### config.mk
export PLATFORM = sky130hd
export DESIGN_NAME = rr_fifo_arbiter
export DESIGN_NICKNAME = d
export VERILOG_FILES = /design/src/rr_arb_pkg.sv /design/src/byte_fifo.sv /design/src/drop_counter.sv /design/src/out_stage.sv /design/src/rr_fifo_arbiter.sv /design/src/rr_scheduler.sv
export SDC_FILE = /design/constraint.sdc
export NUM_CORES = 1
export LEC_CHECK = 0
export BUFFER_PORTS_ARGS = -buffer_cell sky130_fd_sc_hd__buf_2
export CAP_MARGIN = 10
export CELL_PAD_IN_SITES_DETAIL_PLACEMENT = 0
export CELL_PAD_IN_SITES_GLOBAL_PLACEMENT = 2
export CORE_UTILIZATION = 40
export DETAILED_ROUTE_END_ITERATION = 12
export MAX_ROUTING_LAYER = met4
export PLACE_DENSITY = 0.84
export SLEW_MARGIN = 40
export SYNTH_ARGS = -nofsm -noshare
export SYNTH_HDL_FRONTEND = slang
export SYNTH_SLANG_ARGS = --single-unit
### constraint.sdc
create_clock -name clk -period 6.6 [get_ports clk]
set_input_delay 0.66 -clock clk [delete_from_list [all_inputs] [get_ports clk]]
set_output_delay 0.66 -clock clk [all_outputs]
set_load 0.03 [all_outputs]
### src/rr_arb_pkg.sv
package rr_arb_pkg;

    // ~~~~~~~~~~~~~~~~~~~~~~~~~~~~~~
    // sizes
    // ~~~~~~~~~~~~~~~~~~~~~~~~~~~~~~

    localparam int num_queues = 4;
    localparam int data_w     = 8;
    localparam int fifo_depth = 8;
    localparam int ptr_w      = 3;
    localparam int cnt_w      = 4;  // holds 0 to fifo_depth.
    localparam int src_w      = 2;
    localparam int drop_w     = 8;

    // ~~~~~~~~~~~~~~~~~~~~~~~~~~~~~~
    // bus types
    // ~~~~~~~~~~~~~~~~~~~~~~~~~~~~~~

    typedef struct packed {
        logic [num_queues-1:0]             strobe;  // one write strobe per queue.
        logic [num_queues-1:0][data_w-1:0] data;    // byte i goes to queue i.
    } wr_bus_t;

    typedef struct packed {
        logic              valid;
        logic [src_w-1:0]  src;   // queue the byte came from.
        logic [data_w-1:0] data;
    } out_word_t;

    typedef logic [num_queues-1:0][drop_w-1:0] drop_counts_t;

    typedef struct packed {
        logic             pop;
        logic [src_w-1:0] src;
    } grant_t;

endpackage

### src/byte_fifo.sv
module byte_fifo import rr_arb_pkg::*; (
    input  logic              clk,
    input  logic              rst_n,
    input  logic              push,
    input  logic              pop,
    input  logic [data_w-1:0] din,
    output logic [data_w-1:0] head,
    output logic              empty,
    output logic              full,
    output logic              overflow
);

    logic [data_w-1:0] mem [fifo_depth];
    logic [ptr_w-1:0]  wr_ptr;
    logic [ptr_w-1:0]  rd_ptr;
    logic [cnt_w-1:0]  count;
    logic              do_push;

    // ~~~~~~~~~~~~~~~~~~~~~~~~~~~~~~
    // flags
    // ~~~~~~~~~~~~~~~~~~~~~~~~~~~~~~

    assign empty = (count == '0);
    assign full  = (count == cnt_w'(fifo_depth));

    // a pop in the same cycle frees the slot for the write.
    assign do_push  = push && (!full || pop);
    assign overflow = push && full && !pop;

    assign head = mem[rd_ptr];  // read straight from memory.

    // ~~~~~~~~~~~~~~~~~~~~~~~~~~~~~~
    // storage and pointers
    // ~~~~~~~~~~~~~~~~~~~~~~~~~~~~~~

    always_ff @(posedge clk) begin
        if (do_push) begin
            mem[wr_ptr] <= din;
        end
    end

    always_ff @(posedge clk) begin
        if (!rst_n) begin
            wr_ptr <= '0;
            rd_ptr <= '0;
        end else begin
            if (do_push) begin
                wr_ptr <= wr_ptr + 1'b1;  // wraps at depth.
            end
            if (pop) begin
                rd_ptr <= rd_ptr + 1'b1;
            end
        end
    end

    always_ff @(posedge clk) begin
        if (!rst_n) begin
            count <= '0;
        end else begin
            case ({do_push, pop})
                2'b10:   count <= count + 1'b1;
                2'b01:   count <= count - 1'b1;
                default: count <= count;  // both or neither.
            endcase
        end
    end

    // ~~~~~~~~~~~~~~~~~~~~~~~~~~~~~~
    // checks
    // ~~~~~~~~~~~~~~~~~~~~~~~~~~~~~~

    // the scheduler must only pop a queue that holds data.
    a_no_pop_empty: assert property (
        @(posedge clk) disable iff (!rst_n) pop |-> !empty
    );

    a_count_bound: assert property (
        @(posedge clk) disable iff (!rst_n) count <= cnt_w'(fifo_depth)
    );

endmodule

### src/drop_counter.sv
module drop_counter import rr_arb_pkg::*; (
    input  logic                  clk,
    input  logic                  rst_n,
    input  logic [num_queues-1:0] overflow,
    output drop_counts_t          drops
);

    logic [num_queues-1:0] at_max;

    // ~~~~~~~~~~~~~~~~~~~~~~~~~~~~~~
    // saturating counters
    // ~~~~~~~~~~~~~~~~~~~~~~~~~~~~~~

    for (genvar g = 0; g < num_queues; g++) begin : g_cnt

        assign at_max[g] = (drops[g] == {drop_w{1'b1}});

        always_ff @(posedge clk) begin
            if (!rst_n) begin
                drops[g] <= '0;
            end else if (overflow[g] && !at_max[g]) begin
                drops[g] <= drops[g] + 1'b1;
            end
        end

        // once saturated it stays there until reset.
        a_no_wrap: assert property (
            @(posedge clk) disable iff (!rst_n) at_max[g] |=> at_max[g]
        );

    end

endmodule

### src/out_stage.sv
module out_stage import rr_arb_pkg::*; (
    input  logic                              clk,
    input  logic                              rst_n,
    input  grant_t                            grant,
    input  logic [num_queues-1:0][data_w-1:0] heads,
    output out_word_t                         out
);

    logic [data_w-1:0] sel_byte;

    assign sel_byte = heads[grant.src];  // head of granted queue.

    // ~~~~~~~~~~~~~~~~~~~~~~~~~~~~~~
    // output register
    // ~~~~~~~~~~~~~~~~~~~~~~~~~~~~~~

    always_ff @(posedge clk) begin
        if (!rst_n) begin
            out.valid <= 1'b0;
        end else begin
            out.valid <= grant.pop;
        end
    end

    // src and data hold over idle cycles.
    always_ff @(posedge clk) begin
        if (grant.pop) begin
            out.src  <= grant.src;
            out.data <= sel_byte;
        end
    end

endmodule

### src/rr_fifo_arbiter.sv
module rr_fifo_arbiter import rr_arb_pkg::*; (
    input  logic         clk,
    input  logic         rst_n,
    input  wr_bus_t      wr,
    output out_word_t    out,
    output drop_counts_t drops
);

    logic [num_queues-1:0][data_w-1:0] heads;
    logic [num_queues-1:0]             q_empty;
    logic [num_queues-1:0]             q_overflow;
    logic [num_queues-1:0]             q_pop;
    grant_t                            grant;

    // ~~~~~~~~~~~~~~~~~~~~~~~~~~~~~~
    // producer queues
    // ~~~~~~~~~~~~~~~~~~~~~~~~~~~~~~

    for (genvar g = 0; g < num_queues; g++) begin : g_q

        assign q_pop[g] = grant.pop && (grant.src == src_w'(g));  // pop decode.

        byte_fifo u_byte_fifo (
            .clk      (clk),
            .rst_n    (rst_n),
            .push     (wr.strobe[g]),
            .pop      (q_pop[g]),
            .din      (wr.data[g]),
            .head     (heads[g]),
            .empty    (q_empty[g]),
            .full     (),
            .overflow (q_overflow[g])
        );

    end

    // ~~~~~~~~~~~~~~~~~~~~~~~~~~~~~~
    // scheduler and output
    // ~~~~~~~~~~~~~~~~~~~~~~~~~~~~~~

    rr_scheduler u_rr_scheduler (
        .clk   (clk),
        .rst_n (rst_n),
        .empty (q_empty),
        .grant (grant)
    );

    out_stage u_out_stage (
        .clk   (clk),
        .rst_n (rst_n),
        .grant (grant),
        .heads (heads),
        .out   (out)
    );

    // ~~~~~~~~~~~~~~~~~~~~~~~~~~~~~~
    // drop status
    // ~~~~~~~~~~~~~~~~~~~~~~~~~~~~~~

    drop_counter u_drop_counter (
        .clk      (clk),
        .rst_n    (rst_n),
        .overflow (q_overflow),
        .drops    (drops)
    );

endmodule

### src/rr_scheduler.sv
module rr_scheduler import rr_arb_pkg::*; (
    input  logic                  clk,
    input  logic                  rst_n,
    input  logic [num_queues-1:0] empty,
    output grant_t                grant
);

    logic [src_w-1:0] last_q;  // last served queue.

    // ~~~~~~~~~~~~~~~~~~~~~~~~~~~~~~
    // circular search
    // ~~~~~~~~~~~~~~~~~~~~~~~~~~~~~~

    // scan last_q+1 upward, last_q itself comes last.
    always_comb begin
        logic [src_w-1:0] cand;
        grant = '0;
        cand  = last_q;
        for (int k = 1; k <= num_queues; k++) begin
            cand = last_q + src_w'(k);  // wraps modulo num_queues.
            if (!grant.pop && !empty[cand]) begin
                grant.pop = 1'b1;
                grant.src = cand;
            end
        end
    end

    // ~~~~~~~~~~~~~~~~~~~~~~~~~~~~~~
    // pointer state
    // ~~~~~~~~~~~~~~~~~~~~~~~~~~~~~~

    always_ff @(posedge clk) begin
        if (!rst_n) begin
            last_q <= src_w'(num_queues - 1);  // queue 0 first after reset.
        end else if (grant.pop) begin
            last_q <= grant.src;
        end
    end

    // ~~~~~~~~~~~~~~~~~~~~~~~~~~~~~~
    // checks
    // ~~~~~~~~~~~~~~~~~~~~~~~~~~~~~~

    a_grant_not_empty: assert property (
        @(posedge clk) disable iff (!rst_n) grant.pop |-> !empty[grant.src]
    );

    // a served queue is skipped next time while others wait.
    a_rotates: assert property (
        @(posedge clk) disable iff (!rst_n)
        (grant.pop && ($countones(~empty) > 1)) |=> (grant.src != $past(grant.src))
    );

endmodule

[Yosys cells after proc, flatten, opt, wreduce, memory -nomap -nowiden]
Memories as Yosys holds them, arrays and structs flattened. A register that Yosys moved wholly into a read port is not among the register bits.
Cells that the tools add are included.
Word-level totals
  register bits: 85
  latch bits: 0
  RAM bits: 256
  ROM bits: 0
  bits of input ports: 38
  output and inout bits: 43
  logic and storage cells: 159
  memories: 4
Cells by class
  $add $sub $neg: 23
  $mul: 0
  divide/modulo/power cells: 0
  order comparisons: 5
  eq/ne operators: 19
  shift-type cells: 0
  mux-type cells: 34
  bitwise gates (word level): 0
  reductions and logical operators: 54
Memory list
  g_q[0].u_byte_fifo.mem: words 8, bits a word 8, rd ports 1, clocked after memory_dff 1, write ports 1, RTL line byte_fifo.sv:13  | logic [data_w-1:0] mem [fifo_depth];
  g_q[1].u_byte_fifo.mem: words 8, bits a word 8, rd ports 1, clocked after memory_dff 1, write ports 1, RTL line byte_fifo.sv:13
  g_q[2].u_byte_fifo.mem: words 8, bits a word 8, rd ports 1, clocked after memory_dff 1, write ports 1, RTL line byte_fifo.sv:13
  g_q[3].u_byte_fifo.mem: words 8, bits a word 8, rd ports 1, clocked after memory_dff 1, write ports 1, RTL line byte_fifo.sv:13
Operators with widths (number)
  3-bit 2-to-1 mux: 12
  8-bit by 1-bit adder with 8-bit output (second input constant): 4
  8-bit == test (second input constant): 4
  4-bit one-hot mux with 2 select lines: 4
  3-bit by 1-bit adder with 3-bit output (second input constant): 8
  1-bit logical AND: 23
  1-bit zero test: 18
  4-bit by 1-bit adder with 4-bit output (second input constant): 4
  8-bit binary-select mux with 2-bit select: 1
  4-bit == test (second input constant): 4
  4-bit zero test: 4
  4-bit by 1-bit subtractor with 4-bit output (second input constant): 4
  2-bit by 3-bit less-than comparator with 1-bit output (second input constant): 5
  2-bit == test (second input constant): 6
  1-bit 2-to-1 mux: 12
  2-bit by 1-bit == test with 1-bit output (second input constant): 5
  1-bit binary-select mux with 2-bit select: 4
  8-bit 2-to-1 mux: 1
  2-bit nonzero test: 4
  2-bit adder (second input constant): 2
  1-bit logical OR: 4
  2-bit by 1-bit adder with 2-bit output (second input constant): 1
  2-bit zero test: 1

[Logic depth before layout (Yosys ltp)]
  depth after elaboration: 19
  gate-level depth with buffers: 13
  gate-level depth less buffers: 12

[Modules after synthesis]
From an unflattened synthesis, not the netlist that was laid out.
Unflattened totals
  cell total of the unflattened synthesis: 918
  area, all modules: 15028.2 sq um
By module, submodules not included
  byte_fifo: instances 4, cells an instance 175, area each 3174.3 sq um, seq. area each 2182.1 sq um
  drop_counter: instances 1, cells an instance 173, area each 1605.3 sq um, seq. area each 640.6 sq um
  out_stage: instances 1, cells an instance 22, area each 523.0 sq um, seq. area each 320.3 sq um
  rr_scheduler: instances 1, cells an instance 19, area each 165.2 sq um, seq. area each 40.0 sq um
  rr_fifo_arbiter: instances 1, cells an instance 4, area each 37.5 sq um, seq. area each 0.0 sq um

[Least setup slack after synthesis]
Ideal clock, no wire load.
  kind: register to register
  start point: register g_q[3].u_byte_fifo.count[1]
  end point: register g_q[0].u_byte_fifo.count[2]
  library setup time: 0.070 ns
  data arrival time: 3.046 ns
  data required time: 6.530 ns
  slack: 3.483 ns
  cell stages (with the launch flop): 13
  path buffers: 1
  period minus slack after synthesis: 3.117 ns
  path through: dfxtp_1 buf_2 nor4_2 o21ai_0 a21oi_1 o21ai_0 ha_1 xor2_1 ha_1 a21oi_1 xor2_1 or3_1 a21oi_1
On the way
  cells in the longest elaborated chain, start to end: 19
  elaborated cells on any way between the ends: 30
  classes of those cells: eq/ne (2); mux (13); reduce/logical (15)
Ends and longest elaborated chain
  from (decl): RTL line byte_fifo.sv:16  | logic [cnt_w-1:0] count;
  from (signal assigned): RTL line byte_fifo.sv:61  | 2'b10: count <= count + 1'b1;
  from (signal assigned): RTL line byte_fifo.sv:62  | 2'b01: count <= count - 1'b1;
  from (signal assigned): RTL line byte_fifo.sv:63  | default: count <= count;
  4-bit zero test (*): RTL line byte_fifo.sv:23  | assign empty = (count == '0);
  1-bit binary-select mux with 2-bit select: RTL line rr_scheduler.sv:21  | if (!grant.pop && !empty[cand]) begin
  1-bit 2-to-1 mux (implied by the code): RTL line rr_scheduler.sv:21
  3-bit 2-to-1 mux: RTL line rr_scheduler.sv:21
  1-bit zero test: RTL line rr_scheduler.sv:21
  1-bit logical AND: RTL line rr_scheduler.sv:21
  3-bit 2-to-1 mux: RTL line rr_scheduler.sv:21
  1-bit zero test: RTL line rr_scheduler.sv:21
  (+3 left out)
  1-bit logical AND: RTL line rr_scheduler.sv:21
  3-bit 2-to-1 mux (*): RTL line rr_scheduler.sv:21
  2-bit zero test: RTL line rr_fifo_arbiter.sv:21  | assign q_pop[g] = grant.pop && (grant.src == src_w'(g));
  1-bit logical AND (*): RTL line rr_fifo_arbiter.sv:21
  1-bit logical OR: RTL line byte_fifo.sv:27  | assign do_push = push && (!full || pop);
  1-bit logical AND: RTL line byte_fifo.sv:27
  2-bit by 1-bit == test with 1-bit output / 2-bit == test (equally long branches): RTL line byte_fifo.sv:60  | case ({do_push, pop})
  4-bit one-hot mux with 2 select lines / 2-bit nonzero test (equally long branches)
  to (signal assigned): RTL line byte_fifo.sv:61
  to (signal assigned): RTL line byte_fifo.sv:62
  to (signal assigned): RTL line byte_fifo.sv:63
  to (decl): RTL line byte_fifo.sv:16
Mark *: on every way between the ends. The rest lies on a longest branch, timed or not. The select of a mux whose other input is x is not followed.
A chain may end at the register's enable or synchronous reset.

[Worst setup path in the final report]
Same ends and word-level chain as after synthesis.

==> results.toml <==
[outcome]
status = "completed"

[sta]
fin_skew_ps = 16.5
finalHoldViolCount = 0
setup_tns_ps = 0
fmax_mhz = 260
finalMaxSlewViolations = 0
tightest_slew_ps = 888
setup-violations-final = 0
rsz0062_at_grt = "no"
timing.final.crit_period_ps = 3850
maxSlewHeadroom_pct = 40.0
period_share_pct = 58.4

[global_route]
grt_start_max_net_pins = 60
grt_pass1_vias = 8252
track_usage_pct = 16.5
antenna_found_initial = 1
gr-total-overflow = 0
grt_pass1_wl_um = 47100

[clock_tree]
cts_htree_levels = 2
clock_tree.root_cell = "clkbuf_16"
cts_resized = 0
hold_buffers = 0
cts_buffers = 38
ctsLongestPathBuffers = 3
post_cts_buffers = 0
clkTransAtPathRegs_ps = 60
cts_tree = "done"
clock_latency_ps = 530
cts.sinks = 353

[synth]
synth.distinct_cells = 68
yosysWarningCount = 0
synthTopCellsByCount = "266 x edfxtp_1, 87 x dfxtp_1, 70 x mux2i_1, 64 x mux4_2, 50 x nand2_1"
netlist.area_leader.share_pct = 53.9
yosys.area.top_type = "edfxtp_1"
yosysSeqAreaShare_pct = 65.6
ys.flop_type = "edfxtp_1"
synth_edf_count = 266
syn_nets = 1026
synth_cells = 964
ys_top_cells_by_area = "edfxtp_1 54%, dfxtp_1 12%, mux4_2 9.7%"
syn_area_um2 = 14800
synthArstFlopShare_pct = 0
yosysMostFrequentCell = "edfxtp_1"
synth_area_per_cell_um2 = 15.4
synth-seq-cells = 353

[worst_setup_path]
slowest_stage = "nor4_2"
start_kind = "register"
cp_max_fo = 16
setup.reg_to_reg.worst_slack_ps = 2750
crit_required_ps = 7050
end_kind = "register"
worstSetupPathType = "reg -> reg"
crit_path_cell_trace = "nor4_2 > o21ai_0 > a21oi_2 > o21ai_0 > ha_1 > xor2_1 > ha_1 > a21oi_1 > xor2_1 > or3_1 > a21oi_1"
worstRegToRegCells = 11
r2r_start = "g_q[3].u_byte_fifo.count[1]"
cp_data_arrival_time_ps = 4300
reg2reg_to = "g_q[0].u_byte_fifo.count[2]"
critPathBufInv = 0
crit_family = "compound AO/OA/AOI/OAI gates"
cpPeakStageDelay_ps = 620

[power_and_ir_drop]
powerDensity_nw_per_um2 = 412
ir_worst_vdd_uv = 241
p_leak_nw = 5.75
p_total_mw = 7.07

[floorplanning]
fp.dieW_um = 194
start_util_pct = 40.6
core_um2 = 36500
dieArea_um2 = 37800
num_rows = 70
ios = 81
die_h_um = 194

[placement]
gp_congestion = 0.753
port_buffers = 80
place_hpwl_um = 19700

[route]
ant_nets = 0
via_per_inst = 5.40
first_pass_iters = 4
route.detailed.drc = 0
dr_total_vias = 8414
wl_per_cell_um = 19.3
routed_wl_um = 30000
initialDrtViolationCount = 515

[min_path]
min_to = "g_q[3].u_byte_fifo.mem[0][3]"
min-delay-start = "wr[27]"
min_path_cells = 1
hp-class = "in -> reg"

[cells_and_area]
fill_cells = 3124
finalNetCount = 1120
drive_gt1_share_pct = 24.1
syn_to_final_growth_pct = 15.8

[job]
maxCapViolCount = 0
[registers in the layout, indices dropped and copies added (netlist names), named ones only]
register	cells
g_q.u_byte_fifo.count	16
g_q.u_byte_fifo.mem	256
g_q.u_byte_fifo.rd_ptr	12
g_q.u_byte_fifo.wr_ptr	12
u_drop_counter.drops	32
u_out_stage.out	11
u_rr_scheduler.last_q	2
[cell usage in the layout, fill, tap and decap left out, drive strengths merged, types with 3 or more instances in the layout]
cell,n
clkbuf,51
nor4,11
mux4,64
xor2,16
xnor2,5
or3,18
mux2,8
inv,19
nand4,8
or4,12
o31ai,8
a21boi,4
a211oi,5
o221ai,4
o21ai,37
nand3,23
bufinv,6
nor3b,3
nand2b,20
nor4bb,3
nor2,41
nor4b,3
buf,101
o21a,3
nor3,22
and3,5
a21oi,45
nand2,50
a2111oi,3
nand3b,3
ha,24
dfxtp,87
edfxtp,266
clkinv,9
mux2i,70
[layout make-up]
class	count	area [um^2]	area share, %
timing repair buffer	101	561	3.27
sequential	353	9730	56.7
antenna	1	2.50	0.0146
tap	468	586	3.41
clock buffer	51	1050	6.12
clock inverter	19	269	1.57
multi-input combinational	549	4910	28.6
inverter	15	56.3	0.328
[per-stage QoR]
step                      util (%)  worst slack [ps]  cell area [um^2]  cells  hold WS (ps)
after detailed placement      43.3              2790             15800   1486           477
after global routing          47.0              2380             17200   1557           388
final                         47.0              2750             17200   1557           394
after CTS                     46.9              2750             17100   1556           374
after floorplan                  -              3480             14800    964           449
after global placement        43.2              2430             15800   1486           465
[worst max path at each step]
| stage | startpoint | endpoint | depth (start not counted) |
|---|---|---|---|
| 2_1_floorplan | g_q[3].u_byte_fifo.count[1] | g_q[0].u_byte_fifo.count[2] | 12 |
| 5_1_grt | g_q[3].u_byte_fifo.count[1] | g_q[0].u_byte_fifo.count[2] | 11 |
| 6_report | g_q[3].u_byte_fifo.count[1] | g_q[0].u_byte_fifo.count[2] | 11 |
| 3_3_place_gp | g_q[3].u_byte_fifo.count[1] | g_q[0].u_byte_fifo.count[2] | 11 |
| 3_5_place_dp | g_q[3].u_byte_fifo.count[1] | g_q[0].u_byte_fifo.count[2] | 11 |
| 4_1_cts | g_q[3].u_byte_fifo.count[1] | g_q[0].u_byte_fifo.count[2] | 11 |
[report_power, final]
group          total, mW  switching, mW  leakage (nW)  internal, mW
Sequential          2.83          0.203          3.14          2.62
Combinational       2.01           1.15          1.97         0.862
Clock               2.23          0.865         0.643          1.36
Total               7.07           2.22          5.75          4.85
[per-layer routing]
layer  wire, um  global-route usage [%]  up-vias
met3       1230                    2.74       39
met1      14200                    22.7     4215
met2      14100                    25.5      154
met4        490                    4.29        0
met5          0                       -        -
li1           -                       -     4006
[kinds of logic after synthesis]
group	after synthesis	share of synthesized area, %
AOI/OAI and AO/OA	131	5.67
xor gates and xnor gates	21	1.24
adders and majority gates	24	2.03
buffers and inverters	62	1.87
DFF	353	65.6
muxes	142	15.1
and+or+nand+nor	231	8.48
Note: power is estimated with default switching activity, not from simulation.
